$ cat src/icache_macros.svh
////////////////////////////////////////////////////////////
// Sizing of the private instruction cache
// One fetch returns one full line; the offset only picks bytes
// ICACHE_NB_SETS must equal 2**ICACHE_SET_W
// ICACHE_NB_WAYS must be at most 16 (4-bit replacement LFSR)
////////////////////////////////////////////////////////////
`ifndef ICACHE_MACROS_SVH
`define ICACHE_MACROS_SVH

// Fetch port
`define ICACHE_ADDR_W     32
`define ICACHE_LINE_W     128

// Organisation
`define ICACHE_NB_WAYS    4
`define ICACHE_NB_SETS    16

// Address fields, LSB first: offset, set, tag
`define ICACHE_OFFSET_W   4
`define ICACHE_SET_W      4
`define ICACHE_TAG_W      (`ICACHE_ADDR_W - `ICACHE_SET_W - `ICACHE_OFFSET_W)

`endif

$ cat src/icache_addr_pkg.sv
////////////////////////////////////////////////////////////
// Address and line format of the instruction cache
// Field widths come from the sizing macros
////////////////////////////////////////////////////////////
`default_nettype none

`include "icache_macros.svh"

package icache_addr_pkg;

   // Tag compared against the stored tag of each way
   typedef logic [`ICACHE_TAG_W-1:0]     tag_t;

   // Set index, also the flush counter
   typedef logic [`ICACHE_SET_W-1:0]     set_idx_t;

   // One cache line, same width as the fetch data
   typedef logic [`ICACHE_LINE_W-1:0]    line_t;

   // One bit per way
   typedef logic [`ICACHE_NB_WAYS-1:0]   way_oh_t;

   // Fetch address split into its fields
   typedef struct packed
   {
      tag_t                          tag;
      set_idx_t                      set;
      logic [`ICACHE_OFFSET_W-1:0]   offset;   // Byte within the line
   } fetch_addr_t;

endpackage

`default_nettype wire

$ cat src/icache_ctrl_pkg.sv
////////////////////////////////////////////////////////////
// Controller states and the buses between the controller,
// the ways and the way selector
////////////////////////////////////////////////////////////
`default_nettype none

package icache_ctrl_pkg;

   typedef enum logic [2:0]
   {
      DISABLED,            // Bypass, fetches go to the refill port
      BYPASS_DELAY,        // Bypassed refill request in flight
      FLUSH,               // Invalidate one set per cycle
      IDLE,
      LOOKUP,              // Way responses valid
      WAIT_REFILL_GNT,
      WAIT_REFILL_DONE
   } ctrl_state_e;

   // Broadcast from the controller to every way
   typedef struct packed
   {
      logic                       rd;       // Read tag and data of set
      logic                       wr;       // Fill, qualified by wr_sel
      logic                       inv;      // Clear valid bit of set
      icache_addr_pkg::way_oh_t   wr_sel;
      icache_addr_pkg::set_idx_t  set;
      icache_addr_pkg::tag_t      tag;
      icache_addr_pkg::line_t     wdata;
   } way_cmd_t;

   // Registered answer of one way to a read
   typedef struct packed
   {
      logic                       valid;
      logic                       line_valid;
      logic                       hit;
      icache_addr_pkg::line_t     rdata;
   } way_rsp_t;

   // Merged result of all ways
   typedef struct packed
   {
      logic                       done;
      logic                       hit;
      icache_addr_pkg::line_t     hit_line;
      icache_addr_pkg::way_oh_t   victim;   // Way to fill on a miss
   } lookup_t;

endpackage

`default_nettype wire

$ cat src/icache_way_select.sv
////////////////////////////////////////////////////////////
// Merges the way responses into hit, hit line and victim
// Victim is the lowest invalid way, else picked by a 4-bit
// Galois LFSR that steps on each miss with all ways valid
////////////////////////////////////////////////////////////
`timescale 1ns/1ps
`default_nettype none

`include "icache_macros.svh"

module icache_way_select
(
   input  wire logic                                             clk,
   input  wire logic                                             rst_n,

   input  wire icache_ctrl_pkg::way_rsp_t [`ICACHE_NB_WAYS-1:0]  way_rsp_i,
   output icache_ctrl_pkg::lookup_t                              lookup_o
);

   localparam int WAY_IDX_W = (`ICACHE_NB_WAYS > 1) ? $clog2(`ICACHE_NB_WAYS) : 1;

   logic [3:0]                lfsr_q;
   logic                      done;
   logic                      hit;
   logic                      all_valid;
   icache_addr_pkg::line_t    hit_line;
   icache_addr_pkg::way_oh_t  free_oh;
   icache_addr_pkg::way_oh_t  random_oh;

   ////////////////////////////////////////////////////////////
   // Hit merge and first free way
   ////////////////////////////////////////////////////////////
   always_comb
   begin
      done      = 1'b0;
      hit       = 1'b0;
      all_valid = 1'b1;
      hit_line  = '0;
      free_oh   = '0;
      for (int w = `ICACHE_NB_WAYS - 1; w >= 0; w--)
      begin
         done      = done | way_rsp_i[w].valid;
         hit       = hit | way_rsp_i[w].hit;
         all_valid = all_valid & way_rsp_i[w].line_valid;
         if (way_rsp_i[w].hit)
            hit_line = hit_line | way_rsp_i[w].rdata;   // At most one way hits
         if (!way_rsp_i[w].line_valid)
         begin
            free_oh    = '0;
            free_oh[w] = 1'b1;   // Lowest index wins
         end
      end
   end

   assign random_oh = icache_addr_pkg::way_oh_t'(1) << lfsr_q[WAY_IDX_W-1:0];

   // x^4 + x^3 + 1, shift right
   always_ff @(posedge clk, negedge rst_n)
   begin
      if (!rst_n)
         lfsr_q <= 4'h1;
      else if (done && !hit && all_valid)
         lfsr_q <= (lfsr_q >> 1) ^ ({4{lfsr_q[0]}} & 4'hc);
   end

   assign lookup_o.done     = done;
   assign lookup_o.hit      = hit;
   assign lookup_o.hit_line = hit_line;
   assign lookup_o.victim   = all_valid ? random_oh : free_oh;

endmodule

`default_nettype wire

$ cat config.mk
export PLATFORM = sky130hd
export DESIGN_NAME = icache_way_select
export DESIGN_NICKNAME = d
export VERILOG_FILES = /design/src/icache_addr_pkg.sv /design/src/icache_ctrl_pkg.sv /design/src/icache_way_select.sv
export VERILOG_INCLUDE_DIRS = /design/src
export SDC_FILE = /design/constraint.sdc
export NUM_CORES = 1
export LEC_CHECK = 0
export BUFFER_PORTS_ARGS = -buffer_cell sky130_fd_sc_hd__buf_2
export CORE_AREA = 2 2 259 261
export DETAILED_ROUTE_END_ITERATION = 16
export DIE_AREA = 0 0 261 263
export GPL_TIMING_DRIVEN = 0
export PLACE_DENSITY_LB_ADDON = 0.3
export SYNTH_ARGS = -nofsm -noshare
export SYNTH_HDL_FRONTEND = slang
export SYNTH_SLANG_ARGS = --single-unit
export TNS_END_PERCENT = 30
$ cat constraint.sdc
create_clock -name clk -period 1.8 [get_ports clk]
set_input_delay 0.18 -clock clk [delete_from_list [all_inputs] [get_ports clk]]
set_output_delay 0.18 -clock clk [all_outputs]
set_load 0.01 [all_outputs]
### Word level (Yosys, flattened, before mapping)

Cells that the tools add are included.

| word-level totals | value |
|---|---|
| word-level logic and storage cells | 27 |
| input port bits | 526 |
| output and inout port bits | 134 |
| flip-flop bits (word level) | 4 |

| cells by class | value |
|---|---|
| reduce and logical (&&, ||, !) cells | 3 |
| bitwise logic cells | 13 |
| mux-type cells | 9 |
| shifts and indexed selects | 1 |

Operators with widths:

| kind | number |
|---|---|
| 128-bit 2-to-1 mux | 4 |
| 128-bit OR | 3 |
| 4-bit 2-to-1 mux | 5 |
| 1-bit OR | 6 |
| 1-bit by 2-bit << shifter with 4-bit output (first input constant) | 1 |
| 3-bit by 4-bit bitwise XOR with 4-bit output | 1 |
| 1-bit bitwise AND | 3 |
| 1-bit logical AND | 2 |
| 1-bit logical NOT | 1 |

### Logic depth before layout (Yosys ltp)

| logic depth | value |
|---|---|
| depth in word-level cells | 7 |
| gate-level depth with buffers | 4 |

### Worst setup path before layout

No wires, ideal clock.

| timing | value |
|---|---|
| path kind | input to register |
| start point | in way_rsp_i[521] (netlist name) |
| end point | reg lfsr_q[1] |
| arrival | 1.408 ns |
| stages on the path | 3 |
| slack | 0.264 ns |
| library setup time | 0.128 ns |
| buffers on the path | 0 |
| cells stage by stage | or4_4 > nor4b_4 > mux2_1 |

| on the way | value |
|---|---|
| cells in the longest elaborated chain, start to end | 6 |

RTL lines:

| item | RTL line | RTL |
|---|---|---|
| start, declared | icache_way_select.sv:16 | `` input wire icache_ctrl_pkg::way_rsp_t [`ICACHE_NB_WAYS-1:0] way_rsp_i, `` |
| 1-bit OR (3 in series) | icache_way_select.sv:43 | `hit = hit \| way_rsp_i[w].hit;` |
| 1-bit logical NOT | icache_way_select.sv:62 | `else if (done && !hit && all_valid)` |
| 1-bit logical AND (2 in series) | icache_way_select.sv:62 |  |
| end signal, assigned | icache_way_select.sv:63 | `lfsr_q <= (lfsr_q >> 1) ^ ({4{lfsr_q[0]}} & 4'hc);` |
| end, declared | icache_way_select.sv:22 | `logic [3:0] lfsr_q;` |

No other way between the ends.
A chain may end at the register's enable or synchronous reset.

==> run metrics <==
synth unique cells=19; Die Span Y=263 um; CTS H-tree lvls=1; Fmax achieved=565 MHz; clock root buffer=clkbuf_16; Die X-Extent=261 um; final hold vios=0; Worst Max-Slew Pin Slew=0.502 ns; Final Max Tran Viols=0; Iter 0 DRT Violations=~320; post-route minimum period=around 1.8 ns; Reg power frac=3.9%; DP Area=7300 um2; setup repair bufs after CTS=0; Max-Cap Viols=0; slack of the worst reg-to-reg path=0.73 ns; CP startpoint=way_rsp_i[521]; crit-path cells=buf_2 -> clkbuf_4 -> buf_4 -> a22oi_1 -> nand2_1 -> buf_2; reg2reg path depth=2; mean post-synth cell area=6.21 um2; # port buffers=roughly 660; Comb pwr share=80.8%; via count=7010; Hold Crit Class=primary input to asynchronous set/reset pin; met3 WL=3.09 mm; max reg flops=4; antenna viol nets, final=0; Post-Synthesis Cells=465; CP bufs+invs=4; Top delay family on crit path=buffers and inverters; DRT Pass-1 Iters=4; top layer reached by signal wires=met5; Sw Share=46.0%; sw power=1080 uW; Area Overhead vs Synth=160%; Worst-Skew Late Latency=around 0.22 ns; maximum vdd drop=0.000196 V; # clock sinks=4; WL per Instance=20.4 um; Critical Path Max Stage Delay=around 0.32 ns; Seq/Total Area, Yosys=around 3.5%; grt ovf=0; placed insts=1989; CP dominant cell by count=buf_2; final period utilization=98.3%; outcome=completed; Routed met1 length=between 15 and 20 mm; Remaining DRCs=0; Largest Register=lfsr_q; vias in the first global route=7238; wire length on met2=20.0 mm; Core Footprint=65600 um2; slew margin rel.=66.5%; clock share of power=15.3%; final setup vio count=0; leak pwr=0.00392 uW; global-route wire length before repair=52.6 mm; Finished Layout Cells=2000; Final Net Count=approximately 1700; R2R Path Start=lfsr_q[0]; HPWL after DPL=35.9 mm; internal power=1260 uW; routability-driven placement congestion ratio=about 0.89; DIE AREA=68600 um2; Clock Skew=between 0.0002 and 0.0003 ns; top fanout value on the critical path=10; Reg2Reg Capture Point=lfsr_q[2]; synth warn=0; I/O pin cnt=660; final instance area=between 7000 and 8000 um2; setup ws final=about 0.031 ns; Rows=94; post-synthesis cell area=2890 um2; Crit. End Element=primary output; Crit path required time=1.62 ns; #FFs+latches synth=4; CTS Buf Count=3; initial core utilization=under 10%; TNS Setup=0 ns; Reg clk slew, reported paths=0.03 ns; CTS tree=built; Post-Route WL=40.7 mm; DP Worst Slack=-1.02 ns; Synth Net Count=991; antenna violations before repair=25; Worst setup SP type=primary input; biggest regs=lfsr_q: 4 flops; CP max stage cell=buf_4; CP arrival=1.59 ns; kind of critical path=primary input to primary output; PwrDens=312 nW/um2; share of layout cells above drive strength 1=63.7%; largest net degree at the start of global routing=11; vias per cell=3.51; clk buf depth=2; RSZ-0062 raised after global routing=true; overall track demand over capacity in global routing=between 10 and 15%
-- per-layer routing --
layer	global-route usage, %	up-vias
met3	1.80	86
met4	4.41	8
li1	-	3221
met1	12.1	3158
met5	0	-
met2	20.5	537
-- cells in the final DEF, fill, tap and decap left out, drive strengths merged --
cell         synthesis  layout
buf                  5     669
a22oi              256     256
nand2              131     131
clkbuf              53      53
diode                0       6
mux2                 4       4
dfrtp                3       3
a21oi                2       2
or4                  2       2
nand3b               1       1
nand4b               1       1
a21boi               1       1
inv                  1       1
o41ai                1       1
nand3                1       1
xor2                 1       1
nor4b                1       1
dlygate4sd3          0       1
dfstp                1       1
-- area by class of cell --
type	count	area [um2]
Clock buffer	4	78.8
Multi-Input combinational cell	402	2560
Timing Repair Buffer	661	3340
Tap cell	864	1080
Inverter	1	3.75
Buffer	58	322
Fill cell	7755	58100
Antenna cell	6	15.0
Sequential cell	4	101
-- worst max path at each step --
stage / end / slack [ns] / depth (start not counted)
final: lookup_o[19] / 0.03 / 6
after global routing: lookup_o[23] / -0.04 / 6
after CTS: lookup_o[19] / -0.09 / 6
after detailed placement: lookup_o[19] / -1.02 / 6
after global placement: lookup_o[19] / -1.66 / 6
after floorplan: lfsr_q[1] / 0.26 / 3
-- metrics by stage --
stage | hold WS, ns | power, uW | utilization [%]
5_1_grt | 0.341 | 2530 | 11.4
3_5_place_dp | -0.0123 | 1960 | 11.1
6_report | 0.330 | 2340 | 11.4
4_1_cts | 0.311 | 2350 | 11.4
3_3_place_gp | -0.00761 | 1960 | 11.1
2_1_floorplan | -0.116 | 787 | -
-- repair_timing --
action / in CTS / in global routing
hold buffers: 1 / 0
hold endpoints to repair: 4 / 0
setup endpoints to repair: 121 / 34
resized for setup: 51 / 20
-- power groups by stage --
stage / clock network [uW] / registers (uW) / logic (uW)
2_1_floorplan: 0 / 91.6 / 695
3_3_place_gp: 0 / 91.6 / 1870
3_5_place_dp: 0 / 91.6 / 1870
4_1_cts: 364 / 90.6 / 1900
5_1_grt: 372 / 90.6 / 2060
6_report: 358 / 90.6 / 1890
-- cells by family (layout without fill, tap and decap cells) --
| kind of cell | after synthesis | count (layout) | share of synthesized area (%) |
|---|---|---|---|
| simple gates | 137 | 137 | 19.2 |
| flops | 4 | 4 | 3.51 |
| other cells | 0 | 6 | 0 |
| buf+inv | 59 | 724 | 7.93 |
| mux | 4 | 4 | 1.56 |
| compound gates | 260 | 260 | 67.5 |
| xor+xnor | 1 | 1 | 0.303 |
-- Yosys cell counts --
master	instances	area (um2)
nor4b_4	1	23.8
nand4b_1	1	8.76
xor2_1	1	8.76
o41ai_1	1	8.76
dfstp_2	1	26.3
mux2_1	4	45.0
buf_4	2	15.0
a22oi_1	256	1920
nand3b_1	1	7.51
nand3_1	1	5.00
or4_4	1	11.3
buf_1	3	11.3
inv_1	1	3.75
a21boi_0	1	7.51
clkbuf_1	53	199
dfrtp_1	3	75.1
nand2_1	131	492
a21oi_1	2	10.0
or4_1	1	7.51
Note: power is estimated with default switching activity, not from simulation.
