[src/icache_macros.svh]
////////////////////////////////////////////////////////////
// Sizing of the private instruction cache
// One fetch returns one full line; the offset only picks bytes
// ICACHE_NB_SETS must equal 2**ICACHE_SET_W
// ICACHE_NB_WAYS must be at most 16 (4-bit replacement LFSR)
////////////////////////////////////////////////////////////
`ifndef ICACHE_MACROS_SVH
`define ICACHE_MACROS_SVH

// Fetch port
`define ICACHE_ADDR_W     32
`define ICACHE_LINE_W     128

// Organisation
`define ICACHE_NB_WAYS    4
`define ICACHE_NB_SETS    16

// Address fields, LSB first: offset, set, tag
`define ICACHE_OFFSET_W   4
`define ICACHE_SET_W      4
`define ICACHE_TAG_W      (`ICACHE_ADDR_W - `ICACHE_SET_W - `ICACHE_OFFSET_W)

`endif

[src/icache_addr_pkg.sv]
////////////////////////////////////////////////////////////
// Address and line format of the instruction cache
// Field widths come from the sizing macros
////////////////////////////////////////////////////////////
`default_nettype none

`include "icache_macros.svh"

package icache_addr_pkg;

   // Tag compared against the stored tag of each way
   typedef logic [`ICACHE_TAG_W-1:0]     tag_t;

   // Set index, also the flush counter
   typedef logic [`ICACHE_SET_W-1:0]     set_idx_t;

   // One cache line, same width as the fetch data
   typedef logic [`ICACHE_LINE_W-1:0]    line_t;

   // One bit per way
   typedef logic [`ICACHE_NB_WAYS-1:0]   way_oh_t;

   // Fetch address split into its fields
   typedef struct packed
   {
      tag_t                          tag;
      set_idx_t                      set;
      logic [`ICACHE_OFFSET_W-1:0]   offset;   // Byte within the line
   } fetch_addr_t;

endpackage

`default_nettype wire

[src/icache_ctrl_pkg.sv]
////////////////////////////////////////////////////////////
// Controller states and the buses between the controller,
// the ways and the way selector
////////////////////////////////////////////////////////////
`default_nettype none

package icache_ctrl_pkg;

   typedef enum logic [2:0]
   {
      DISABLED,            // Bypass, fetches go to the refill port
      BYPASS_DELAY,        // Bypassed refill request in flight
      FLUSH,               // Invalidate one set per cycle
      IDLE,
      LOOKUP,              // Way responses valid
      WAIT_REFILL_GNT,
      WAIT_REFILL_DONE
   } ctrl_state_e;

   // Broadcast from the controller to every way
   typedef struct packed
   {
      logic                       rd;       // Read tag and data of set
      logic                       wr;       // Fill, qualified by wr_sel
      logic                       inv;      // Clear valid bit of set
      icache_addr_pkg::way_oh_t   wr_sel;
      icache_addr_pkg::set_idx_t  set;
      icache_addr_pkg::tag_t      tag;
      icache_addr_pkg::line_t     wdata;
   } way_cmd_t;

   // Registered answer of one way to a read
   typedef struct packed
   {
      logic                       valid;
      logic                       line_valid;
      logic                       hit;
      icache_addr_pkg::line_t     rdata;
   } way_rsp_t;

   // Merged result of all ways
   typedef struct packed
   {
      logic                       done;
      logic                       hit;
      icache_addr_pkg::line_t     hit_line;
      icache_addr_pkg::way_oh_t   victim;   // Way to fill on a miss
   } lookup_t;

endpackage

`default_nettype wire

[src/icache_way.sv]
////////////////////////////////////////////////////////////
// One cache way: valid bits, tag array and data array
// Read result is registered, one cycle after the read strobe
// Write and invalidate act on the next clock edge
////////////////////////////////////////////////////////////
`timescale 1ns/1ps
`default_nettype none

`include "icache_macros.svh"

module icache_way
(
   input  wire logic                       clk,
   input  wire logic                       rst_n,

   input  wire icache_ctrl_pkg::way_cmd_t  way_cmd_i,
   input  wire logic                       way_sel_i,   // This way is the fill target
   output icache_ctrl_pkg::way_rsp_t       way_rsp_o
);

   icache_addr_pkg::tag_t   tag_mem  [`ICACHE_NB_SETS];
   icache_addr_pkg::line_t  data_mem [`ICACHE_NB_SETS];
   logic [`ICACHE_NB_SETS-1:0] valid_q;

   logic                    rsp_valid_q;
   logic                    line_valid_q;
   logic                    hit_q;
   icache_addr_pkg::line_t  rdata_q;

   logic                    fill;

   assign fill = way_cmd_i.wr & way_sel_i;

   ////////////////////////////////////////////////////////////
   // Valid bits
   ////////////////////////////////////////////////////////////
   always_ff @(posedge clk, negedge rst_n)
   begin
      if (!rst_n)
      begin
         valid_q     <= '0;
         rsp_valid_q <= 1'b0;
      end
      else
      begin
         rsp_valid_q <= way_cmd_i.rd;
         if (way_cmd_i.inv)
            valid_q[way_cmd_i.set] <= 1'b0;
         else if (fill)
            valid_q[way_cmd_i.set] <= 1'b1;
      end
   end

   ////////////////////////////////////////////////////////////
   // Tag and data arrays, read port
   ////////////////////////////////////////////////////////////
   always_ff @(posedge clk)
   begin
      if (fill)
      begin
         tag_mem[way_cmd_i.set]  <= way_cmd_i.tag;
         data_mem[way_cmd_i.set] <= way_cmd_i.wdata;
      end
      if (way_cmd_i.rd)
      begin
         line_valid_q <= valid_q[way_cmd_i.set];
         hit_q        <= valid_q[way_cmd_i.set] &&
                         (tag_mem[way_cmd_i.set] == way_cmd_i.tag);
         rdata_q      <= data_mem[way_cmd_i.set];
      end
   end

   assign way_rsp_o.valid      = rsp_valid_q;
   assign way_rsp_o.line_valid = line_valid_q;
   assign way_rsp_o.hit        = hit_q;
   assign way_rsp_o.rdata      = rdata_q;

endmodule

`default_nettype wire

[config.mk]
export PLATFORM = sky130hd
export DESIGN_NAME = icache_way
export DESIGN_NICKNAME = d
export VERILOG_FILES = /design/src/icache_addr_pkg.sv /design/src/icache_ctrl_pkg.sv /design/src/icache_way.sv
export VERILOG_INCLUDE_DIRS = /design/src
export SDC_FILE = /design/constraint.sdc
export NUM_CORES = 2
export LEC_CHECK = 0
export BUFFER_PORTS_ARGS = -buffer_cell sky130_fd_sc_hd__clkbuf_2
export CORE_MARGIN = 2
export CORE_UTILIZATION = 40
export CTS_CLUSTER_SIZE = 12
export DETAILED_ROUTE_END_ITERATION = 10
export PLACE_DENSITY = 0.67
export SYNTH_ARGS = -nofsm -noshare
export SYNTH_HDL_FRONTEND = slang
export SYNTH_SLANG_ARGS = --single-unit
[constraint.sdc]
create_clock -name clk -period 3.05 [get_ports clk]
set_input_delay 0.4575 -clock clk [delete_from_list [all_inputs] [get_ports clk]]
set_output_delay 0.4575 -clock clk [all_outputs]
set_load 0.05 [all_outputs]
# Yosys cells after proc, flatten, opt, wreduce, memory -nomap -nowiden
# Memories as Yosys holds them, arrays and structs flattened. A register that Yosys moved wholly into a read port is not among the register bits.
# Index checks and enable logic that the tools add are counted.
dict set report op_classes {
  magnitude_cmp 2
  n_bitwise 4
  reduce_logical 3
  n_eq_ne 1
  muxes 8
}
# operator count
set op_table {}
lappend op_table {{16-bit two-way mux} 2}
lappend op_table {{24-bit == test} 1}
lappend op_table {{16-bit bitwise AND} 1}
lappend op_table {{16-bit NOT} 1}
lappend op_table {{16-bit OR} 1}
lappend op_table {{4-bit by 5-bit < comparator with 1-bit output, second input constant} 1}
lappend op_table {{1-bit binary-select mux with 4-bit select} 1}
lappend op_table {{1-bit demux with 4-bit select} 1}
lappend op_table {{4-bit by 1-bit >= comparator with 1-bit output, second input constant} 1}
lappend op_table {{1-bit two-way mux} 4}
lappend op_table {{1-bit logical AND} 2}
lappend op_table {{2-bit nonzero test} 1}
lappend op_table {{1-bit bitwise AND} 1}
dict set report totals {
  reg_bits 19
  mem_count 2
  out_inout_bits 131
  wordCells 24
  ram_bits 2432
}
# name words width rd rd_clocked_by_memory_dff wr line
set mem_list {}
lappend mem_list {data_mem 16 128 1 1 1 icache_way.sv:22} ;# icache_addr_pkg::line_t data_mem [`ICACHE_NB_SETS];
lappend mem_list {tag_mem 16 24 1 0 1 icache_way.sv:21} ;# icache_addr_pkg::tag_t tag_mem [`ICACHE_NB_SETS];

# Depth between registers and ports, before layout
dict set report depth {
  ltp_word 7
  mapped_depth 12
}

# Worst setup path after synthesis
# Ideal clock, no wire load.
dict set report synth_timing {
  path_type {input port to flip-flop}
  from {input port way_cmd_i[155] (netlist name)}
  to {memory data_mem[0][0] (netlist name), enable pin}
  cell_stages 8
  t_arrival_ps 8341
  setup_slack_ps -5959
  setup_time_ps 668
  cell_sequence {buf_2 buf_2 inv_1 buf_2 buf_2 buf_2 nand2_1 nor2_1}
}
# item line
set synth_lines {}
lappend synth_lines {{from (decl)} icache_way.sv:16} ;# input wire icache_ctrl_pkg::way_cmd_t way_cmd_i,
lappend synth_lines {{to (decl)} icache_way.sv:22}
# No word-level cell before the write port.

# Worst setup path in the final report
dict set report layout_timing {
  from {memory tag_mem[2][13] (netlist name)}
  to {register hit_q, data pin}
}
dict set report layout_between {
  elab_chain_len 3
}
# item line
set layout_rtl {}
lappend layout_rtl {{from (decl)} icache_way.sv:21}
lappend layout_rtl {{memory 16 x 24 bit} n/a}
lappend layout_rtl {{24-bit == test} icache_way.sv:68} ;# (tag_mem[way_cmd_i.set] == way_cmd_i.tag);
lappend layout_rtl {{1-bit logical AND} icache_way.sv:67} ;# hit_q <= valid_q[way_cmd_i.set] &&
lappend layout_rtl {{to (signal assigned)} icache_way.sv:67}
lappend layout_rtl {{to (decl)} icache_way.sv:27} ;# logic hit_q;
# Every way passes these cells.
# A chain may end at the register's enable or synchronous reset.

==> metrics.md <==
| Metric | Value |
|---|---|
| RePlAce Congestion | `just under 0.8` |
| NumNets Final | `between 4,000 and 5,000` |
| Number of max-slew violations in the final report | `0` |
| Met1 usage in global routing | `around a quarter` |
| Vias after detailed routing | `about 44,000` |
| Fin. Hold Viols | `0` |
| DRC violation count after routing | `0` |
| Async SR Flop Fraction | `0.6592%` |
| Endpoint type of the worst setup path | `register` |
| Clock buffer depth | `4` |
| Worst max-slew margin expressed relative to the limit | `a little over half` |
| Wire length of the first global-routing pass | `roughly 320 mm` |
| Site Rows | `180` |
| End of the worst register-to-register path | `hit_q$_DFFE_PP_` |
| Main synth FF type | `edfxtp_1` |
| Achievable clock frequency | `about 370 MHz` |
| TNS Setup | `0 ps` |
| Fraction of the cycle the final worst path needs | `roughly nine tenths` |
| Clock input transition at the sequential cells of the worst setup and hold paths | `60 ps` |
| Power per Cell Area | `about 660 nW/um^2` |
| Number of antenna violations at the first check in global routing | `36` |
| Average wire per standard cell | `between 20 and 30 um` |
| Total global routing track utilization | `17.83%` |
| Post-cts sizing count | `0` |
| Drt first-iter violations | `around 4,500` |
| Area added between synthesis and finish | `18.65%` |
| Hold Path Class | `primary input to register` |
| Cell accounting for the most synthesized area | `edfxtp_1` |
| Root cell of the clock tree | `clkbuf_16` |
| DRT antenna net count | `0` |
| Cell depth of the worst hold path | `1` |
| Post CTS Setup Buffer Count | `0` |
| Via density | `between 5 and 6` |
| Met3 Usage GRT | `3.859%` |
| Share of the core filled with cells | `between 40 and 50%` |
| Net Count, Synth | `roughly 3,900` |
| Switching power | `15.63 mW` |
| Clock tree from TritonCTS | `done` |
| Sequential area share after synthesis | `80.15%` |
| Setup Viol. Count Final | `0` |
| Worst Path Arrival | `roughly 3500 ps` |
| Fraction of layout instances using a drive strength above 1 | `between 30% and 40%` |
| Hold bufs inserted after CTS | `~140` |
| Clock network fraction of design power | `about 41%` |
| Transition at the pin with the smallest max-transition slack | `~690 ps` |
| TritonCTS buffer count | `between 200 and 300` |
| Worst-path maximum fanout | `1` |
| Worst min-delay path startpoint | `way_cmd_i[148]` |
| Overall power | `75.05 mW` |
| Sum of net half-perimeters after detailed placement | `between 100 and 150 mm` |
| Kind of start point of the critical path | `register` |
| Met2 GRT Util | `just under 30%` |
| Time the final worst path needs with I/O delays and setup | `2737 ps` |
| CTS Sinks | `around 2,600` |
| Combinational Power Share | `between 5 and 6%` |
| Number of enable flip-flop cells after synthesis | `between 2,000 and 3,000` |
| Cell Int Power | `59.42 mW` |
| Switching share of power | `a little over a fifth` |
| Die footprint | `between 200,000 and 250,000 um^2` |
| Max rail drop VDD | `0.0004600 V` |
| Yosys warning count | `0` |
| Syn_area_per_cell | `25.68 um^2` |
| Synthesized cell area | `just under 100,000 um^2` |
| Initial Util | `about 40%` |
| Leading cell types by total area after synthesis | `edfxtp_1 80%, mux4_2 17%, mux2i_1 0.52%` |
| Setup clock skew after layout | `about 77 ps` |
| Count of TritonRoute iterations in the first routing pass | `5` |
| Core area | `240,300 um^2` |
| H-tree level count | `5` |
| Final Routed Wirelength | `approximately 220 mm` |
| Largest net degree at the start of global routing | `99` |
| Number of instances in the synthesized netlist | `3,758` |
| Worst Path Class, Setup | `register to register` |
| Height of the chip | `a little under 500 um` |
| Length in cells of the worst reg-to-reg path | `8` |
| Count of maximum capacitance violations | `0` |
| Setup repair after global routing missed its margin | `false` |
| Count of boundary I/O pins | `roughly 300` |
| Most common cell in the netlist | `edfxtp_1` |
| Clk_lat worst skew | `roughly 950 ps` |
| Flop and latch count out of synthesis | `2,579` |
| Busiest layer in global routing | `met2` |
| Origin of the critical flop-to-flop path | `tag_mem[2][13]$_DFFE_PP_` |
| Share of power burned in registers | `a little over half` |
| Required time worst endpoint | `approximately 3800 ps` |
| Via count of the first global-routing pass | `approximately 46,000` |
| Reg2reg setup slack | `approximately 310 ps` |
| Count of port buffers added during placement | `just under 300` |
| Die X | `495.2 um` |
| Filler instances | `between 15,000 and 20,000` |
| Status | `finished clean` |
| Commonest cells in the synthesized netlist | `2,562 x edfxtp_1, 728 x mux4_2, 81 x clkbuf_1` |
| Leakage component of the power | `between 30 and 40 nW` |
| Hold Path End | `tag_mem[7][20]$_DFFE_PP_` |
| Fraction of synthesized cell area taken by the top area cell type | `around 80%` |
| Synth unique cells | `52` |
| Overflow after GRT | `0` |
## critical path, stage by stage, from the launching register on
cell and delay [ps]:
edfxtp_1 380, mux4_2 490, mux2i_1 180, xnor2_1 90, a2111oi_0 490, a21oi_1 100, a2111oi_0 440, buf_4 220
and4_1 180
## per-layer routing
layer,wire length (um),vias to the layer above
met5,175,-
li1,-,17978
met1,89940,23530
met2,107700,1620
met3,15340,392
met4,5911,28
## sequential cells by signal, indices dropped and copies added, names as in the netlist, named ones only
name / flops
data_mem: 2048
tag_mem: 384
rdata_q: 128
hit_q: 1
line_valid_q: 1
rsp_valid_q: 1
## worst max-delay path by stage
stage                        startpoint                        to  slack (ps)  depth (start not counted)
3_3_place_gp             way_cmd_i[152]           hit_q$_DFFE_PP_        -130                          9
5_1_grt        tag_mem[2][13]$_DFFE_PP_           hit_q$_DFFE_PP_         230                          8
4_1_cts        tag_mem[3][13]$_DFFE_PP_           hit_q$_DFFE_PP_         280                          8
6_report       tag_mem[2][13]$_DFFE_PP_           hit_q$_DFFE_PP_         310                          8
3_5_place_dp             way_cmd_i[152]           hit_q$_DFFE_PP_        -200                          9
2_1_floorplan            way_cmd_i[152]  data_mem[2][0]$_DFFE_PP_       -1330                          7
## power groups by stage
stage	logic, mW	clock network (mW)	registers [mW]
floorplan	1.98	0	41.0
global placement	4.05	0	40.5
detailed placement	4.12	0	40.6
CTS	4.32	31.6	39.8
global route	4.51	32.9	39.8
finish	4.24	31.0	39.8
## cell type report
type	count	area, um^2	area share [%]
diodes	18	45.04	0.03933
clock buffers	365	7581	6.620
flip-flops and latches	2579	77360	67.55
multi-input cells	981	18370	16.04
well taps	3185	3985	3.480
inverters	13	56.30	0.04917
clock inverters	79	616.8	0.5386
repair buffers	682	6502	5.678
## placed cells by master (no fill, tap or decap), types with 16 or more instances in the layout
cell type	synthesis	final
buf_12	1	137
buf_4	8	109
clkbuf_1	81	73
clkbuf_16	0	292
clkbuf_2	0	287
clkinv_1	0	44
dfrtp_1	17	17
diode_2	0	18
dlygate4sd3_1	0	144
edfxtp_1	2562	2562
mux2i_1	50	50
mux4_2	728	728
nand2_1	29	27
nor2_4	0	16
o22a_1	16	16
## cell families (layout without fill, tap and decap cells)
group	after synthesis	count (layout)	synth area share [%]
DFF	2579	2579	80.15
and+or+nand+nor	88	88	0.4161
xor gates and xnor gates	25	25	0.2269
other	0	18	0
AOI/OAI and AO/OA	86	86	0.6845
muxes	782	782	17.57
buffers and inverters	198	1139	0.9528
## per-stage QoR
step                hold WS, ps  area, um^2  setup slack [ps]  cells
floorplan                 161.9       96770             -1329   3758
global placement          407.9      104800            -133.9   7296
detailed placement        417.7      104800            -200.1   7296
CTS                       4.701      114500             281.5   7884
global route              51.66      114500             229.5   7892
finish                    76.35      114500             313.1   7902
(Power assumes the default switching activity.)
