## src/icache_macros.svh

```systemverilog
////////////////////////////////////////////////////////////
// Sizing of the private instruction cache
// One fetch returns one full line; the offset only picks bytes
// ICACHE_NB_SETS must equal 2**ICACHE_SET_W
// ICACHE_NB_WAYS must be at most 16 (4-bit replacement LFSR)
////////////////////////////////////////////////////////////
`ifndef ICACHE_MACROS_SVH
`define ICACHE_MACROS_SVH

// Fetch port
`define ICACHE_ADDR_W     32
`define ICACHE_LINE_W     128

// Organisation
`define ICACHE_NB_WAYS    4
`define ICACHE_NB_SETS    16

// Address fields, LSB first: offset, set, tag
`define ICACHE_OFFSET_W   4
`define ICACHE_SET_W      4
`define ICACHE_TAG_W      (`ICACHE_ADDR_W - `ICACHE_SET_W - `ICACHE_OFFSET_W)

`endif

```

## src/icache_addr_pkg.sv

```systemverilog
////////////////////////////////////////////////////////////
// Address and line format of the instruction cache
// Field widths come from the sizing macros
////////////////////////////////////////////////////////////
`default_nettype none

`include "icache_macros.svh"

package icache_addr_pkg;

   // Tag compared against the stored tag of each way
   typedef logic [`ICACHE_TAG_W-1:0]     tag_t;

   // Set index, also the flush counter
   typedef logic [`ICACHE_SET_W-1:0]     set_idx_t;

   // One cache line, same width as the fetch data
   typedef logic [`ICACHE_LINE_W-1:0]    line_t;

   // One bit per way
   typedef logic [`ICACHE_NB_WAYS-1:0]   way_oh_t;

   // Fetch address split into its fields
   typedef struct packed
   {
      tag_t                          tag;
      set_idx_t                      set;
      logic [`ICACHE_OFFSET_W-1:0]   offset;   // Byte within the line
   } fetch_addr_t;

endpackage

`default_nettype wire

```

## src/icache_ctrl_pkg.sv

```systemverilog
////////////////////////////////////////////////////////////
// Controller states and the buses between the controller,
// the ways and the way selector
////////////////////////////////////////////////////////////
`default_nettype none

package icache_ctrl_pkg;

   typedef enum logic [2:0]
   {
      DISABLED,            // Bypass, fetches go to the refill port
      BYPASS_DELAY,        // Bypassed refill request in flight
      FLUSH,               // Invalidate one set per cycle
      IDLE,
      LOOKUP,              // Way responses valid
      WAIT_REFILL_GNT,
      WAIT_REFILL_DONE
   } ctrl_state_e;

   // Broadcast from the controller to every way
   typedef struct packed
   {
      logic                       rd;       // Read tag and data of set
      logic                       wr;       // Fill, qualified by wr_sel
      logic                       inv;      // Clear valid bit of set
      icache_addr_pkg::way_oh_t   wr_sel;
      icache_addr_pkg::set_idx_t  set;
      icache_addr_pkg::tag_t      tag;
      icache_addr_pkg::line_t     wdata;
   } way_cmd_t;

   // Registered answer of one way to a read
   typedef struct packed
   {
      logic                       valid;
      logic                       line_valid;
      logic                       hit;
      icache_addr_pkg::line_t     rdata;
   } way_rsp_t;

   // Merged result of all ways
   typedef struct packed
   {
      logic                       done;
      logic                       hit;
      icache_addr_pkg::line_t     hit_line;
      icache_addr_pkg::way_oh_t   victim;   // Way to fill on a miss
   } lookup_t;

endpackage

`default_nettype wire

```

## src/icache_controller.sv

```systemverilog
////////////////////////////////////////////////////////////
// Cache controller: bypass, flush, lookup and refill
// Refill port is single beat, one refill outstanding at most
// Leaving bypass waits for the last bypassed refill to return
////////////////////////////////////////////////////////////
`timescale 1ns/1ps
`default_nettype none

`include "icache_macros.svh"

module icache_controller
(
   input  wire logic                        clk,
   input  wire logic                        rst_n,

   input  wire logic                        bypass_i,
   input  wire logic                        flush_i,
   output logic                             bypassed_o,
   output logic                             flushed_o,

   // Fetch port
   input  wire logic                        fetch_req_i,
   input  wire logic [`ICACHE_ADDR_W-1:0]   fetch_addr_i,
   output logic                             fetch_gnt_o,
   output logic                             fetch_rvalid_o,
   output logic [`ICACHE_LINE_W-1:0]        fetch_rdata_o,

   // Refill port
   output logic                             refill_req_o,
   output logic [`ICACHE_ADDR_W-1:0]        refill_addr_o,
   input  wire logic                        refill_gnt_i,
   input  wire logic                        refill_rvalid_i,
   input  wire logic [`ICACHE_LINE_W-1:0]   refill_rdata_i,

   output icache_ctrl_pkg::way_cmd_t        way_cmd_o,
   input  wire icache_ctrl_pkg::lookup_t    lookup_i
);

   localparam icache_addr_pkg::set_idx_t SET_LAST =
      icache_addr_pkg::set_idx_t'(`ICACHE_NB_SETS - 1);

   icache_ctrl_pkg::ctrl_state_e  state_q, state_d;
   icache_addr_pkg::fetch_addr_t  fetch_addr;
   icache_addr_pkg::fetch_addr_t  addr_q;        // Address of the fetch in flight
   icache_addr_pkg::set_idx_t     flush_cnt_q;
   icache_addr_pkg::way_oh_t      victim_q;
   logic                          bypass_pend_q; // Bypassed refill not yet returned
   logic                          save_victim;
   logic                          lookup_hit;

   assign fetch_addr    = fetch_addr_i;
   assign refill_addr_o = addr_q;
   assign lookup_hit    = lookup_i.done & lookup_i.hit;
   assign bypassed_o    = (state_q == icache_ctrl_pkg::DISABLED) ||
                          (state_q == icache_ctrl_pkg::BYPASS_DELAY);

   ////////////////////////////////////////////////////////////
   // Registers
   ////////////////////////////////////////////////////////////
   always_ff @(posedge clk, negedge rst_n)
   begin
      if (!rst_n)
      begin
         state_q       <= icache_ctrl_pkg::DISABLED;
         flush_cnt_q   <= '0;
         victim_q      <= '0;
         bypass_pend_q <= 1'b0;
      end
      else
      begin
         state_q <= state_d;
         if (state_q == icache_ctrl_pkg::FLUSH)
            flush_cnt_q <= flush_cnt_q + 1'b1;   // Wraps back to 0 at the end
         if (save_victim)
            victim_q <= lookup_i.victim;
         if (bypassed_o && fetch_gnt_o)
            bypass_pend_q <= 1'b1;
         else if (refill_rvalid_i)
            bypass_pend_q <= 1'b0;
      end
   end

   always_ff @(posedge clk)
   begin
      if (fetch_gnt_o)
         addr_q <= fetch_addr;
   end

   ////////////////////////////////////////////////////////////
   // Next state, port outputs and way command
   ////////////////////////////////////////////////////////////
   always_comb
   begin
      state_d          = state_q;
      fetch_gnt_o      = 1'b0;
      fetch_rvalid_o   = 1'b0;
      fetch_rdata_o    = refill_rdata_i;
      refill_req_o     = 1'b0;
      flushed_o        = 1'b0;
      save_victim      = 1'b0;

      way_cmd_o.rd     = 1'b0;
      way_cmd_o.wr     = 1'b0;
      way_cmd_o.inv    = 1'b0;
      way_cmd_o.wr_sel = victim_q;
      way_cmd_o.set    = fetch_addr.set;
      way_cmd_o.tag    = fetch_addr.tag;
      way_cmd_o.wdata  = refill_rdata_i;

      unique case (state_q)
         icache_ctrl_pkg::DISABLED:
         begin
            fetch_rvalid_o = refill_rvalid_i;   // Pass through
            if (bypass_i)
            begin
               // Next grant only once the previous refill is back
               fetch_gnt_o = fetch_req_i & (~bypass_pend_q | refill_rvalid_i);
               if (fetch_gnt_o)
                  state_d = icache_ctrl_pkg::BYPASS_DELAY;
            end
            else if (!bypass_pend_q)
               state_d = icache_ctrl_pkg::FLUSH;
         end

         icache_ctrl_pkg::BYPASS_DELAY:
         begin
            fetch_rvalid_o = refill_rvalid_i;
            refill_req_o   = 1'b1;
            if (refill_gnt_i)
               state_d = icache_ctrl_pkg::DISABLED;
         end

         icache_ctrl_pkg::FLUSH:
         begin
            way_cmd_o.inv = 1'b1;
            way_cmd_o.set = flush_cnt_q;
            if (flush_cnt_q == SET_LAST)
            begin
               flushed_o = 1'b1;
               state_d   = icache_ctrl_pkg::IDLE;
            end
         end

         icache_ctrl_pkg::IDLE:
         begin
            if (bypass_i)
               state_d = icache_ctrl_pkg::DISABLED;
            else if (flush_i)
               state_d = icache_ctrl_pkg::FLUSH;
            else
            begin
               fetch_gnt_o  = fetch_req_i;
               way_cmd_o.rd = fetch_req_i;
               if (fetch_req_i)
                  state_d = icache_ctrl_pkg::LOOKUP;
            end
         end

         icache_ctrl_pkg::LOOKUP:
         begin
            if (lookup_hit)
            begin
               fetch_rvalid_o = 1'b1;
               fetch_rdata_o  = lookup_i.hit_line;
               // Pipelined grant, bypass and flush are handled in IDLE
               fetch_gnt_o    = fetch_req_i & ~(bypass_i | flush_i);
               way_cmd_o.rd   = fetch_gnt_o;
               state_d        = fetch_gnt_o ? icache_ctrl_pkg::LOOKUP
                                            : icache_ctrl_pkg::IDLE;
            end
            else
            begin
               refill_req_o = 1'b1;
               save_victim  = 1'b1;
               state_d      = refill_gnt_i ? icache_ctrl_pkg::WAIT_REFILL_DONE
                                           : icache_ctrl_pkg::WAIT_REFILL_GNT;
            end
         end

         icache_ctrl_pkg::WAIT_REFILL_GNT:
         begin
            refill_req_o = 1'b1;
            if (refill_gnt_i)
               state_d = icache_ctrl_pkg::WAIT_REFILL_DONE;
         end

         icache_ctrl_pkg::WAIT_REFILL_DONE:
         begin
            fetch_rvalid_o = refill_rvalid_i;
            way_cmd_o.wr   = refill_rvalid_i;   // Fill victim while returning data
            way_cmd_o.set  = addr_q.set;
            way_cmd_o.tag  = addr_q.tag;
            if (refill_rvalid_i)
               state_d = icache_ctrl_pkg::IDLE;
         end

         default:
         begin
            state_d = icache_ctrl_pkg::DISABLED;
         end
      endcase
   end

endmodule

`default_nettype wire

```

## config.mk

```make
export PLATFORM = sky130hd
export DESIGN_NAME = icache_controller
export DESIGN_NICKNAME = d
export VERILOG_FILES = /design/src/icache_addr_pkg.sv /design/src/icache_ctrl_pkg.sv /design/src/icache_controller.sv
export VERILOG_INCLUDE_DIRS = /design/src
export SDC_FILE = /design/constraint.sdc
export NUM_CORES = 1
export LEC_CHECK = 0
export ABC_CLOCK_PERIOD_IN_PS = 1900
export BUFFER_PORTS_ARGS = -buffer_cell sky130_fd_sc_hd__buf_2
export CORE_AREA = 2 2 243 245
export CTS_CLUSTER_DIAMETER = 40
export DETAILED_ROUTE_END_ITERATION = 10
export DIE_AREA = 0 0 245 247
export REMOVE_ABC_BUFFERS = 1
export SYNTH_ARGS = -nofsm -noshare
export SYNTH_HDL_FRONTEND = slang
export SYNTH_SLANG_ARGS = --single-unit
```

## constraint.sdc

```tcl
create_clock -name clk -period 1.9 [get_ports clk]
set_input_delay 0.19 -clock clk [delete_from_list [all_inputs] [get_ports clk]]
set_output_delay 0.19 -clock clk [all_outputs]
set_load 0.1 [all_outputs]
```

Word-level counts from Yosys, hierarchy flattened
Cells that the tools add are included.
{"block": "classes", "bitwise": 7, "n_mux": 35, "eq_ne": 14, "n_reduce_logical": 7, "n_addsub": 1}
{"op": "128-bit 2-to-1 mux", "n": 2}
{"op": "3-bit 2-to-1 mux", "n": 12}
{"op": "24-bit 2-to-1 mux", "n": 1}
{"op": "3-bit one-hot mux with 7 select lines", "n": 1}
{"op": "1-bit 2-to-1 mux", "n": 13}
{"op": "3-bit equality test (second input constant)", "n": 3}
{"op": "4-bit one-hot mux with 2 select lines", "n": 1}
{"op": "7-bit AND reduction", "n": 1}
{"op": "3-bit by 2-bit equality test with 1-bit output (second input constant)", "n": 2}
{"op": "2-bit inequality test (second input constant)", "n": 3}
{"op": "1-bit one-hot mux with 2 select lines", "n": 3}
{"op": "4-bit by 1-bit adder with 4-bit output (second input constant)", "n": 1}
{"op": "4-bit equality test (second input constant)", "n": 1}
{"op": "4-bit inequality test (second input constant)", "n": 1}
{"op": "1-bit AND", "n": 3}
{"op": "3-bit by 1-bit equality test with 1-bit output (second input constant)", "n": 1}
{"op": "3-bit logical NOT", "n": 1}
{"op": "3-bit by 2-bit inequality test with 1-bit output (second input constant)", "n": 1}
{"op": "3-bit inequality test (second input constant)", "n": 1}
{"op": "1-bit one-hot mux with 3 select lines", "n": 1}
{"op": "3-bit OR reduction", "n": 1}
{"op": "2-bit 2-to-1 mux", "n": 1}
{"op": "2-bit by 1-bit inequality test with 1-bit output (second input constant)", "n": 1}
{"op": "1-bit inverter", "n": 2}
{"op": "5 further kinds", "n": 6}
{"block": "totals", "inputBits": 301, "wordCells": 71, "out_inout_bits": 328, "ff_bits": 44}

Depth between registers and ports, before layout
Gate-level depths: netlist of run 1.
{"block": "logic_depth", "word_depth": 7, "ltp_mapped": 6, "ltp_nobuf": 5}

Least setup slack after synthesis of run 1
OpenSTA, ideal clock, no wires.
{"block": "synth_path", "path_kind": "register to register", "from": "register state_q[1]", "to": "register addr_q, in the netlist refill_addr_o[0], enable pin", "stages_incl_launch_ff": 7, "t_required_ns": 1.507, "n_path_buf": 2, "synth_period_minus_slack_ns": 3.942, "path_slack_ns": -2.042, "t_arrival_ns": 3.549, "setup_ns": 0.393, "cell_sequence": "dfrtp_1 -> buf_2 -> nor3b_2 -> nand3_1 -> buf_2 -> a21oi_1 -> or2_2"}
{"block": "synth_between", "elab_chain_len": 2, "elab_cells_between_ends": 4, "classes_between": "eq/ne: 2; mux: 1; reduce/logical: 1"}
{"element": "from (decl)", "line": "icache_controller.sv:42", "rtl": "icache_ctrl_pkg::ctrl_state_e state_q, state_d;"}
{"element": "from (signal assigned)", "line": "icache_controller.sv:64", "rtl": "state_q <= icache_ctrl_pkg::DISABLED;"}
{"element": "from (signal assigned)", "line": "icache_controller.sv:71", "rtl": "state_q <= state_d;"}
{"element": "3-bit equality test (tied with other cells)", "line": "icache_controller.sv:110", "rtl": "unique case (state_q)"}
{"element": "1-bit one-hot mux with 3 select lines *", "line": "icache_controller.sv:110"}
{"element": "net fetch_gnt_o", "line": "icache_controller.sv:24", "rtl": "output logic fetch_gnt_o,"}
{"element": "to (signal assigned)", "line": "icache_controller.sv:86", "rtl": "addr_q <= fetch_addr;"}
{"element": "to (decl)", "line": "icache_controller.sv:44", "rtl": "icache_addr_pkg::fetch_addr_t addr_q;"}
The timed path passes the listed nets; every way through them passes the cells marked *.
A chain may end at the register's enable or synchronous reset.

Worst setup path after layout of run 1
{"block": "layout_path", "from": "register state_q[1]", "to": "output port fetch_rdata_o[45]"}
{"block": "layout_between", "elab_chain_len": 2}
{"element": "3-bit equality test", "line": "icache_controller.sv:110"}
{"element": "128-bit 2-to-1 mux", "line": "icache_controller.sv:110"}
{"element": "to (decl)", "line": "icache_controller.sv:26", "rtl": "output logic [`ICACHE_LINE_W-1:0] fetch_rdata_o,"}
No other way between the ends.

==> results of run 1 <==
[metrics by stage]
| step | total power [W] | hold WS (ps) |
|---|---|---|
| CTS | 0.0120 | 39.8 |
| detailed placement | 0.0108 | 97.4 |
| global placement | 0.0107 | 92.1 |
| global route | 0.0126 | 40.4 |
| floorplan | 0.00656 | -106 |
| finish | 0.0121 | 53.4 |
[cells in the mapped netlist]
master and n:
buf_4 130, mux2_4 99, mux2_2 60, edfxtp_1 32
dfrtp_1 12, nand2_1 12, o21ai_0 11, buf_6 10
buf_2 7, a21oi_1 4, inv_1 4, mux2i_1 4
nand3_1 3, nor2_1 3, nor3b_1 2, nor3b_2 2
or3_1 2, xnor2_1 2, a211o_1 1, a211oi_2 1
a21boi_0 1, and2_1 1, clkbuf_1 1, ha_1 1
nand3b_1 1, nand3b_2 1, nand4_1 1, nor2b_1 1
nor3_1 1, nor4bb_1 1, o2111ai_1 1, o211ai_2 1
o22ai_1 1, o2bb2ai_1 1, or2_2 1, or3b_1 1
xor2_1 1
[worst paths after layout]
check                           startpoint           endpoint  cells past startpoint
setup / recovery                state_q[1]  fetch_rdata_o[45]                      6
hold / removal             fetch_addr_i[2]   refill_addr_o[2]                      1
setup reg to reg                state_q[1]  refill_addr_o[21]                      9
hold reg to reg                victim_q[2]        victim_q[2]                      1
max in group asynchronous            rst_n      bypass_pend_q                      2
min in group asynchronous            rst_n        victim_q[1]                      2
[critical path: cells and delay by family, from the launching register on]
family        cells  cell delay, ps
mux               1             340
flops             1             410
buf+inv           3             540
simple gates      2             370
[cell type report]
class                           count  area, µm²
Antenna cell                        9       22.5
Clock buffer                        6        150
Clock inverter                      2       15.0
Fill cell                        6431      47000
Inverter                            4       15.0
Multi-Input combinational cell    222       2700
Sequential cell                    44       1260
Tap cell                          773        967
Timing Repair Buffer              667       6100
[flip-flops by register name, summed over array words and instances (netlist names)]
name and cells:
refill_addr_o 32, flush_cnt_q 4, victim_q 4, state_q 3
bypass_pend_q 1
[cell families after synthesis]
group,after synthesis
muxes,163
buffers and inverters,152
DFF,44
and+or+nand+nor,33
AOI/OAI and AO/OA,22
xor gates and xnor gates,3
adders and majority gates,1
[power groups by stage]
stage | registers, W | clock network [W] | logic (W)
after floorplan | 0.00242 | 0 | 0.00414
after global placement | 0.00144 | 0 | 0.00929
after detailed placement | 0.00144 | 0 | 0.00931
after CTS | 0.00143 | 0.00104 | 0.00951
after global routing | 0.00146 | 0.00108 | 0.0100
final | 0.00144 | 0.00100 | 0.00971
[metal layers]
metal  part of all wire (%)  vias up
li1                       -     2424
met1                     29     2518
met2                     41      470
met3                     27       53
met4                    2.8        0
met5                      0        -
[repair_timing]
action	4_1_cts	5_1_grt
resized for setup	27	20
hold buffers	1	0
pin swaps	1	2
setup buffers	2	6
cloned	3	2
endpoints found under the setup margin	180	196
hold endpoints to repair	12	0
==> run summary, run 1 <==
status -> finished with violations
violated checks -> negative setup slack
part of the power in registers -> 11.8%
final wirelength -> 51600 µm
initial antenna violation count -> 26
Final Hold Viols -> 0
Root Driver -> clkbuf_16
DP HPWL -> 48100 µm
first-pass GRT wire length -> 60300 µm
fin util -> 19.3%
Detail Route Antenna Nets -> 0
fin crit share -> 116%
core area -> 0.0582 mm²
Placed Instances -> 1697
total track usage -> 16.0%
Die Outline Area -> 0.0605 mm²
multiplexer share of the synthesized area -> 44.3%
Switch Pwr -> 0.00735 W
CP required -> 1710 ps
largest cells by area after synthesis -> mux2_4 (30%), buf_4 (20%), edfxtp_1 (19%)
# rows -> 89
clk_lat worst skew -> 310 ps
Mapped Cells -> 418
most common cell after layout, fill and taps aside -> buf_2
CTS tree -> built
Global Route met3 Usage -> 19.1%
IO buf count -> 628
placed instance area -> 0.0107 mm²
H-tree Lvls -> 2
skew final -> 8.49 ps
peak supply drop -> 0.761 mV
Avg Vias per Cell -> 3.16
Post-Synth Simple-Gate Area -> 3.85%
Die Y-Extent -> 247 µm
XOR/XNOR Fraction of Synth Area -> 0.528%
Synth Area in Adders -> 0.251%
io pins -> 629
count of non-filler cells in the finished layout -> 1727
Rel. slew slack -> 50.6%
largest net degree at the start of global routing -> 19
Clk pwr share -> 8.3%
routability cong. -> 0.838
number of DRC markers in iteration 0 -> 242
GRT overflow -> 0
Clock Tree Buf Depth -> 2
worst setup margin -> -297 ps
Initial Util -> 8.54%
CTS buffer count -> 5
wire per inst -> 29.9 µm
Mean Syn Cell Area -> 11.9 µm²
Unique masters post-synth -> 37
critical path data arrival time -> 2010 ps
worst-path fanout max -> 17
crit path launch type -> flop
top cell type's share of synthesized area -> 29.9%
WS Path Type -> reg2out
R2R setup slack -> -60 ps
Slowest cell on crit path -> dfrtp_1
post-route setup TNS -> -38780 ps
Hold Crit Class -> in2reg
slowest stage delay, CP -> 410 ps
Int Power -> 0.00480 W
ratio of cells with drive above 1 in the final layout -> 90.3%
Pleak -> 5.56 nW
final setup fails -> 184
unrepaired setup endpoints after global routing -> yes
DRT Pass-1 Iters -> 4
sw frac -> 60.5%
GRT Max-Usage Layer -> met2
P&R area growth vs syn -> 126%
Synth warnings -> 0
CTS Sinks -> 44
#FFs+latches synth -> 44
cell area after layout -> 0.0112 mm²
Seq/Total Area, Yosys -> 25.3%
Comb power frac -> 79.9%
most frequent cells in the layout -> buf_2 (464), buf_12 (168), mux2_4 (100)
pre-CTS WS -> 16.8 ps
M2 GR Usage -> 22.6%
main combinational cell family by area after synthesis -> multiplexers
# DRC -> 0
synthesized cell area -> 0.00498 mm²
nets -> 1246
Yosys top cell by area -> mux2_4
cell mode on critical path -> buf_12
Via Count -> 5465
max frequency -> 0.455 GHz
met1 Use GR -> 14.4%
vias in the first global route -> 5482
Slew @ Worst Pin -> 746 ps
critical-path cell list -> nor3b_4 > nand3_4 > buf_12 > buf_16 > mux2_4 > buf_12
fin crit period -> 2200 ps
Pins Over Slew Limit -> 0
Die Span X -> 245 µm
max cap viols -> 0
Compound-Gate Fraction of Synth Area -> 2.82%
CP endpoint kind -> primary output
Clock Pin Slew Worst Setup and Hold Paths -> 70 ps
pwr/cell area -> 1080 mW/mm²
No activity file was read; power rests on OpenSTA's default activity.
==> run 2: changes to the inputs <==
- CAP_MARGIN: unset -> 10
- GPL_TIMING_DRIVEN: unset -> 0
==> run 2 against run 1 <==
Count of clock-buffer cells in the layout unchanged. Combinational power decreased by 2%. The flow still finishes with violations (negative setup slack). Critical endpoint is now fetch_rdata_o[71]. Clock skew decreased by 0.93 ps. Largest cell class unchanged.
==> run summary, run 2 (same netlist as run 1, synthesis figures left out) <==
first-pass GRT wire length -> 63600 µm (+5.4%)
wire per inst -> 31.8 µm (+6.6%)
Hold Crit Start -> fetch_addr_i[2]
worst setup margin -> -501 ps (-204 ps)
Via Count -> 5834 (+6.8%)
critical-path cell list -> nor3b_4 > buf_12 > nand3_4 > buf_12 > clkbuf_16 > clkbuf_16 > mux2_4 > buf_12
final wirelength -> 55900 µm (+8.3%)
worst hold path endpoint -> refill_addr_o[2]
Slew @ Worst Pin -> 786 ps (+39.9 ps)
# DRC -> 0 (unchanged)
Int Power -> 0.00455 W (-5.1%)
Worst R2R Path Depth -> 11 (+2)
vias in the first global route -> 5755 (+5.0%)
GRT overflow -> 0 (unchanged)
# rows -> 89 (unchanged)
worst hold path stage count -> 1 (unchanged)
Comb power frac -> 79.5% (-0.4 points)
fin crit share -> 126% (+11 points)
most common cell after layout, fill and taps aside -> buf_2
routability cong. -> 0.799 (-4.7%)
Placed Instances -> 1673 (-1.4%)
clk_lat worst skew -> 310 ps (about the same)
final setup fails -> 193 (+4.9%)
part of the power in registers -> 12.0% (+0.2 points)
largest net degree at the start of global routing -> 26 (+7)
DP HPWL -> 45800 µm (-4.9%)
Die Outline Area -> 0.0605 mm² (unchanged)
status -> finished with violations
CTS buffer count -> 5 (unchanged)
fin util -> 19.3% (about the same)
cell mode on critical path -> buf_12
Hold Crit Class -> in2reg
Switch Pwr -> 0.00743 W (+1.0%)
pre-CTS WS -> -1880 ps (-1900 ps)
cell area after layout -> 0.0112 mm² (about the same)
CP endpoint kind -> primary output
IO buf count -> 628 (unchanged)
CTS tree -> built
Clock Tree Buf Depth -> 2 (unchanged)
core area -> 0.0582 mm² (unchanged)
peak supply drop -> 0.628 mV (-17%)
unrepaired setup endpoints after global routing -> yes
P&R area growth vs syn -> 126% (about the same)
R2R setup slack -> -240 ps (-180 ps)
CP required -> 1710 ps (about the same)
crit path launch type -> flop
WS Path Type -> reg2out
Clock Pin Slew Worst Setup and Hold Paths -> 70 ps (about the same)
max frequency -> 0.417 GHz (-8.5%)
most frequent cells in the layout -> buf_2 (465), buf_12 (122), mux2_4 (102)
crit path buf inv count -> 5 (+2)
Slowest cell on crit path -> dfrtp_2
Die Span X -> 245 µm (unchanged)
worst-path fanout max -> 8 (-9)
slowest stage delay, CP -> 440 ps (+30 ps)
placed instance area -> 0.00803 mm² (-25%)
R2R Path End -> refill_addr_o[7]
R2R Path Start -> state_q[1]
Pins Over Slew Limit -> 0 (unchanged)
Root Driver -> clkbuf_16
ratio of cells with drive above 1 in the final layout -> 90.5% (+0.23 points)
Die Y-Extent -> 247 µm (unchanged)
H-tree Lvls -> 2 (unchanged)
skew final -> 7.56 ps (-0.932 ps)
total track usage -> 16.8% (+0.80 points)
io pins -> 629 (unchanged)
violated checks -> negative setup slack
Initial Util -> 8.54% (unchanged)
Avg Vias per Cell -> 3.32 (+5.0%)
fillers -> 6357 (-1.2%)
Crit path max-delay family -> buffers and inverters
initial antenna violation count -> 30 (+15%)
Rel. slew slack -> 48.0% (-2.6 points)
Final Hold Viols -> 0 (unchanged)
DRT Pass-1 Iters -> 4 (unchanged)
pwr/cell area -> 1070 mW/mm² (-1.4%)
max cap viols -> 0 (unchanged)
count of non-filler cells in the finished layout -> 1756 (+1.7%)
Pleak -> 5.65 nW (+1.8%)
fin crit period -> 2400 ps (+204 ps)
Detail Route Antenna Nets -> 0 (unchanged)
number of DRC markers in iteration 0 -> 286 (+18%)
CTS Sinks -> 44 (unchanged)
sw frac -> 62.0% (+1.5 points)
Clk pwr share -> 8.5% (+0.2 points)
critical path data arrival time -> 2210 ps (+200 ps)
max reg flops -> 32 (unchanged)
nets -> 1269 (+1.8%)
[run 2: cell type report]
class                   instances  area (µm²)  area share (%)
repair buffers                687        6060            53.9
diodes                         15        37.5           0.334
clock buffers                   6         150            1.34
clock inverters                 2        15.0           0.134
multi-input cells             225        2730            24.3
well taps                     773         967            8.61
inverters                       4        15.0           0.134
flip-flops and latches         44        1260            11.3
[run 2: timing repair]
action                                  4_1_cts  5_1_grt
endpoints found under the hold margin        12        0
pin swaps                                     3        4
gates cloned                                 12       10
buffers inserted                             27       13
endpoints found under the setup margin      197      197
gates resized for setup                     516       91
hold buffers                                  1        0
[run 2: how the worst max path moves through the flow]
stage                                    to  slack, ps  cells after the start        from
after floorplan            refill_addr_o[0]      -8090                      4  state_q[2]
after global placement          fetch_gnt_o      -8270                      5  state_q[2]
after detailed placement        fetch_gnt_o      -1880                      5  state_q[2]
after CTS                 fetch_rdata_o[50]       -530                      8  state_q[0]
after global routing      fetch_rdata_o[64]       -550                      8  state_q[1]
final                     fetch_rdata_o[71]       -500                      8  state_q[1]
[run 2: power groups by stage]
stage	Clock, W	Sequential, W	Combinational (W)
6_report	0.00102	0.00144	0.00952
5_1_grt	0.00110	0.00148	0.00981
4_1_cts	0.00108	0.00144	0.00899
3_5_place_dp	0	0.00156	0.00760
3_3_place_gp	0	0.00156	0.00770
2_1_floorplan	0	0.00242	0.00414
[run 2: per-stage QoR]
stage	setup TNS, ps	hold slack, ps	total power [W]
6_report	-67930	51.6	0.0120
5_1_grt	-78930	50.5	0.0124
4_1_cts	-66240	35.5	0.0115
3_3_place_gp	-1232910	95.4	0.00926
3_5_place_dp	-222360	95.0	0.00915
2_1_floorplan	-968240	-106	0.00656
[run 2: worst register-to-register path, delay by kind of cell (launching register included)]
family	cells	cell delay [ps]
DFF	1	440
buffers and inverters	7	870
AOI/OAI and AO/OA	1	140
and+or+nand+nor	3	430
[run 2: layer usage]
metal / GRT usage (%) / part of all wire, % / vias to the layer above
met3: 13.0 / 18 / 74
met2: 24.3 / 42 / 523
met5: 0 / 0.023 / -
met1: 18.4 / 37 / 2746
met4: 6.38 / 3.2 / 2
li1: - / - / 2489
==> run 3: changes to the inputs <==
- ABC_AREA: unset -> 1
- ABC_CLOCK_PERIOD_IN_PS: 1900 -> 3000
- CORE_AREA: 2 2 243 245 -> 2 2 242 244
- DIE_AREA: 0 0 245 247 -> 0 0 244 246
- clock period: 1.9 -> 3 ns (I/O delays scaled with it)
==> run 3 against run 2 <==
Global-route usage decreased by 7.0 points. First-iteration DRC count increased by 7.0%. Clock power decreased by 43%. Critical path depth increased by 2. Sequential share of layout area increased by 4.1 points. Non-clock buffer count decreased by 53. Register-to-register slack improved by 1100 ps. The run now ends clean. Die area decreased by 0.81%.
==> run summary, run 3 <==
Synth warnings -> 0 (unchanged)
first-pass GRT wire length -> 41000 µm (-35%)
clk_lat worst skew -> 290 ps (-20 ps)
io pins -> 629 (unchanged)
status -> finished clean
CTS buffer count -> 5 (unchanged)
critical path data arrival time -> 2480 ps (+270 ps)
top cell type's share of synthesized area -> 32.6% (+2.8 points)
#FFs+latches synth -> 44 (unchanged)
slowest stage delay, CP -> 460 ps (+20 ps)
initial antenna violation count -> 19 (-37%)
routability cong. -> 0.860 (+7.6%)
max frequency -> 0.360 GHz
CP endpoint kind -> primary output
H-tree Lvls -> 2 (unchanged)
most common cell after layout, fill and taps aside -> buf_2
ratio of cells with drive above 1 in the final layout -> 56.8% (-34 points)
Synth top cells by count -> nand2_1 (418), buf_4 (147), edfxtp_1 (32)
fin util -> 14.4% (-4.9 points)
largest cells by area after synthesis -> nand2_1 (33%), buf_4 (23%), edfxtp_1 (20%)
Mapped Cells -> 715 (+71%)
IO buf count -> 628 (unchanged)
Unique masters post-synth -> 28 (-24%)
fin crit share -> 92.7%
Slew @ Worst Pin -> 661 ps (-125 ps)
nets -> 1501 (+18%)
R2R Path End -> refill_addr_o[25]
# rows -> 88 (-1.1%)
Post-synth top flop -> edfxtp_1
cell area after layout -> 0.00823 mm² (-27%)
most frequent cell after synthesis -> nand2_1
Initial Util -> 8.38% (-0.16 points)
R2R Path Start -> state_q[1]
crit path buf inv count -> 5 (unchanged)
Pins Over Slew Limit -> 0 (unchanged)
worst-path fanout max -> 67 (+59)
pwr/cell area -> 752 mW/mm² (-29%)
Slowest cell on crit path -> dfrtp_1
final setup fails -> 0 (-100%)
crit path launch type -> flop
Die Outline Area -> 0.0600 mm² (-0.81%)
max cap viols -> 0 (unchanged)
largest net degree at the start of global routing -> 133 (+410%)
Die Span X -> 244 µm (-0.41%)
final hold slack -> 184 ps (+133 ps)
EDFF count, synth -> 32 (unchanged)
placed instance area -> 0.00780 mm² (-2.8%)
most frequent cells in the layout -> buf_2 (566), nand2_1 (418), buf_4 (57)
pre-CTS WS -> -540 ps (+1340 ps)
Yosys top cell by area -> nand2_1
Crit path depth -> 10 (+2)
fraction of registers with async set/reset -> 27.3% (unchanged)
skew final -> 8.28 ps (+0.719 ps)
vias in the first global route -> 5537 (-3.8%)
wire per inst -> 16.7 µm (-47%)
Die Y-Extent -> 246 µm (-0.40%)
DRT Pass-1 Iters -> 4 (unchanged)
post-route setup TNS -> 0 ps (+67930 ps)
Clock Tree Buf Depth -> 2 (unchanged)
Mean Syn Cell Area -> 6.72 µm² (-44%)
CP required -> 2700 ps (+990 ps)
Detail Route Antenna Nets -> 0 (unchanged)
P&R area growth vs syn -> 71.2%
worst setup margin -> 220 ps (+721 ps)
Seq/Total Area, Yosys -> 26.2% (+0.88 points)
fin crit period -> 2780 ps
number of DRC markers in iteration 0 -> 306 (+7.0%)
Clock Pin Slew Worst Setup and Hold Paths -> 60 ps (about the same)
Crit path max-delay family -> buffers and inverters
total track usage -> 9.82% (-7.0 points)
critical-path cell list -> inv_2 > nand2_2 > nor2_4 > nand2_8 > buf_16 > clkinv_16 > buf_16 > nand2_1 > nand2_1 > buf_4
synthesized cell area -> 0.00481 mm² (-3.4%)
CTS tree -> built
Worst setup startpoint -> state_q[1]
Via Count -> 6384 (+9.4%)
Pleak -> 4.73 nW (-16%)
core area -> 0.0574 mm² (-1.5%)
Root Driver -> clkbuf_16
unrepaired setup endpoints after global routing -> no
worst setup path endpoint -> fetch_rdata_o[80]
# DRC -> 0 (unchanged)
CTS Sinks -> 44 (unchanged)
Avg Vias per Cell -> 3.23 (-2.8%)
Rel. slew slack -> 56.3% (+8.3 points)
WS Path Type -> reg2out
Final Hold Viols -> 0 (unchanged)
peak supply drop -> 0.520 mV (-17%)
max reg flops -> 32 (unchanged)
DP HPWL -> 28100 µm (-39%)
R2R setup slack -> 810 ps (+1050 ps)
GRT overflow -> 0 (unchanged)
final wirelength -> 33000 µm (-41%)
Worst R2R Path Depth -> 9 (-2)
Hold Crit Class -> in2reg
==> run 3: worst min-delay path by stage <==
stage / startpoint / end / slack, ps / depth (start not counted)
after floorplan: rst_n / bypass_pend_q / 4 / 0
after global placement: rst_n / flush_cnt_q[1] / 250 / 1
after detailed placement: rst_n / flush_cnt_q[1] / 250 / 1
after CTS: fetch_addr_i[1] / refill_addr_o[1] / 170 / 1
after global routing: fetch_addr_i[3] / refill_addr_o[3] / 170 / 1
final: fetch_addr_i[2] / refill_addr_o[2] / 180 / 1
==> run 3: layout make-up <==
type                    instances  area [µm²]
repair buffers                634        3420
repair inverters                2        20.0
fillers                      6679       49100
multi-input cells             496        2300
inverters                      16        88.8
clock inverters                 1        5.00
flip-flops and latches         44        1260
diodes                         11        27.5
well taps                     765         957
clock buffers                   7         154
==> run 3: kinds of logic after synthesis <==
kind of cell,share of synthesized area [%]
adders and majority gates,0.260
xor gates and xnor gates,0.547
buffers and inverters,26.5
and+or+nand+nor,36.9
DFF,26.2
AOI/OAI and AO/OA,1.38
muxes,8.12
==> run 3: metrics by stage <==
stage | power [W] | std cells
6_report | 0.00619 | 1976
5_1_grt | 0.00643 | 1973
4_1_cts | 0.00624 | 1964
3_5_place_dp | 0.00557 | 1952
3_3_place_gp | 0.00554 | 1949
2_1_floorplan | 0.00396 | 556
==> run 3: what timing repair did <==
item,4_1_cts,5_1_grt
setup buffers,1,0
endpoints found under the hold margin,12,0
hold buffers,1,0
pin swaps,0,0
endpoints found under the setup margin,130,103
gates cloned,2,1
gates resized for setup,60,12
==> run 3: worst register-to-register path: cells and delay by family (launching register included) <==
kind / cells / cell delay [ps]
AOI/OAI and AO/OA: 1 / 290
buffers and inverters: 4 / 640
and+or+nand+nor: 4 / 470
DFF: 1 / 460
==> run 3: power breakdown <==
| part | internal (W) | total [W] | switching, W |
|---|---|---|---|
| combinational | 0.000766 | 0.00471 | 0.00395 |
| clock | 0.000358 | 0.000584 | 0.000226 |
| sequential | 0.000811 | 0.000897 | 0.0000865 |
| total | 0.00193 | 0.00619 | 0.00426 |
==> run 3: layer usage <==
metal,GRT usage (%),vias to the layer above,part of all wire (%)
met4,4.23,8,3.7
met2,15.5,419,45
li1,-,3071,-
met3,2.40,46,9.0
met1,12.7,2840,42
met5,0,-,0.15
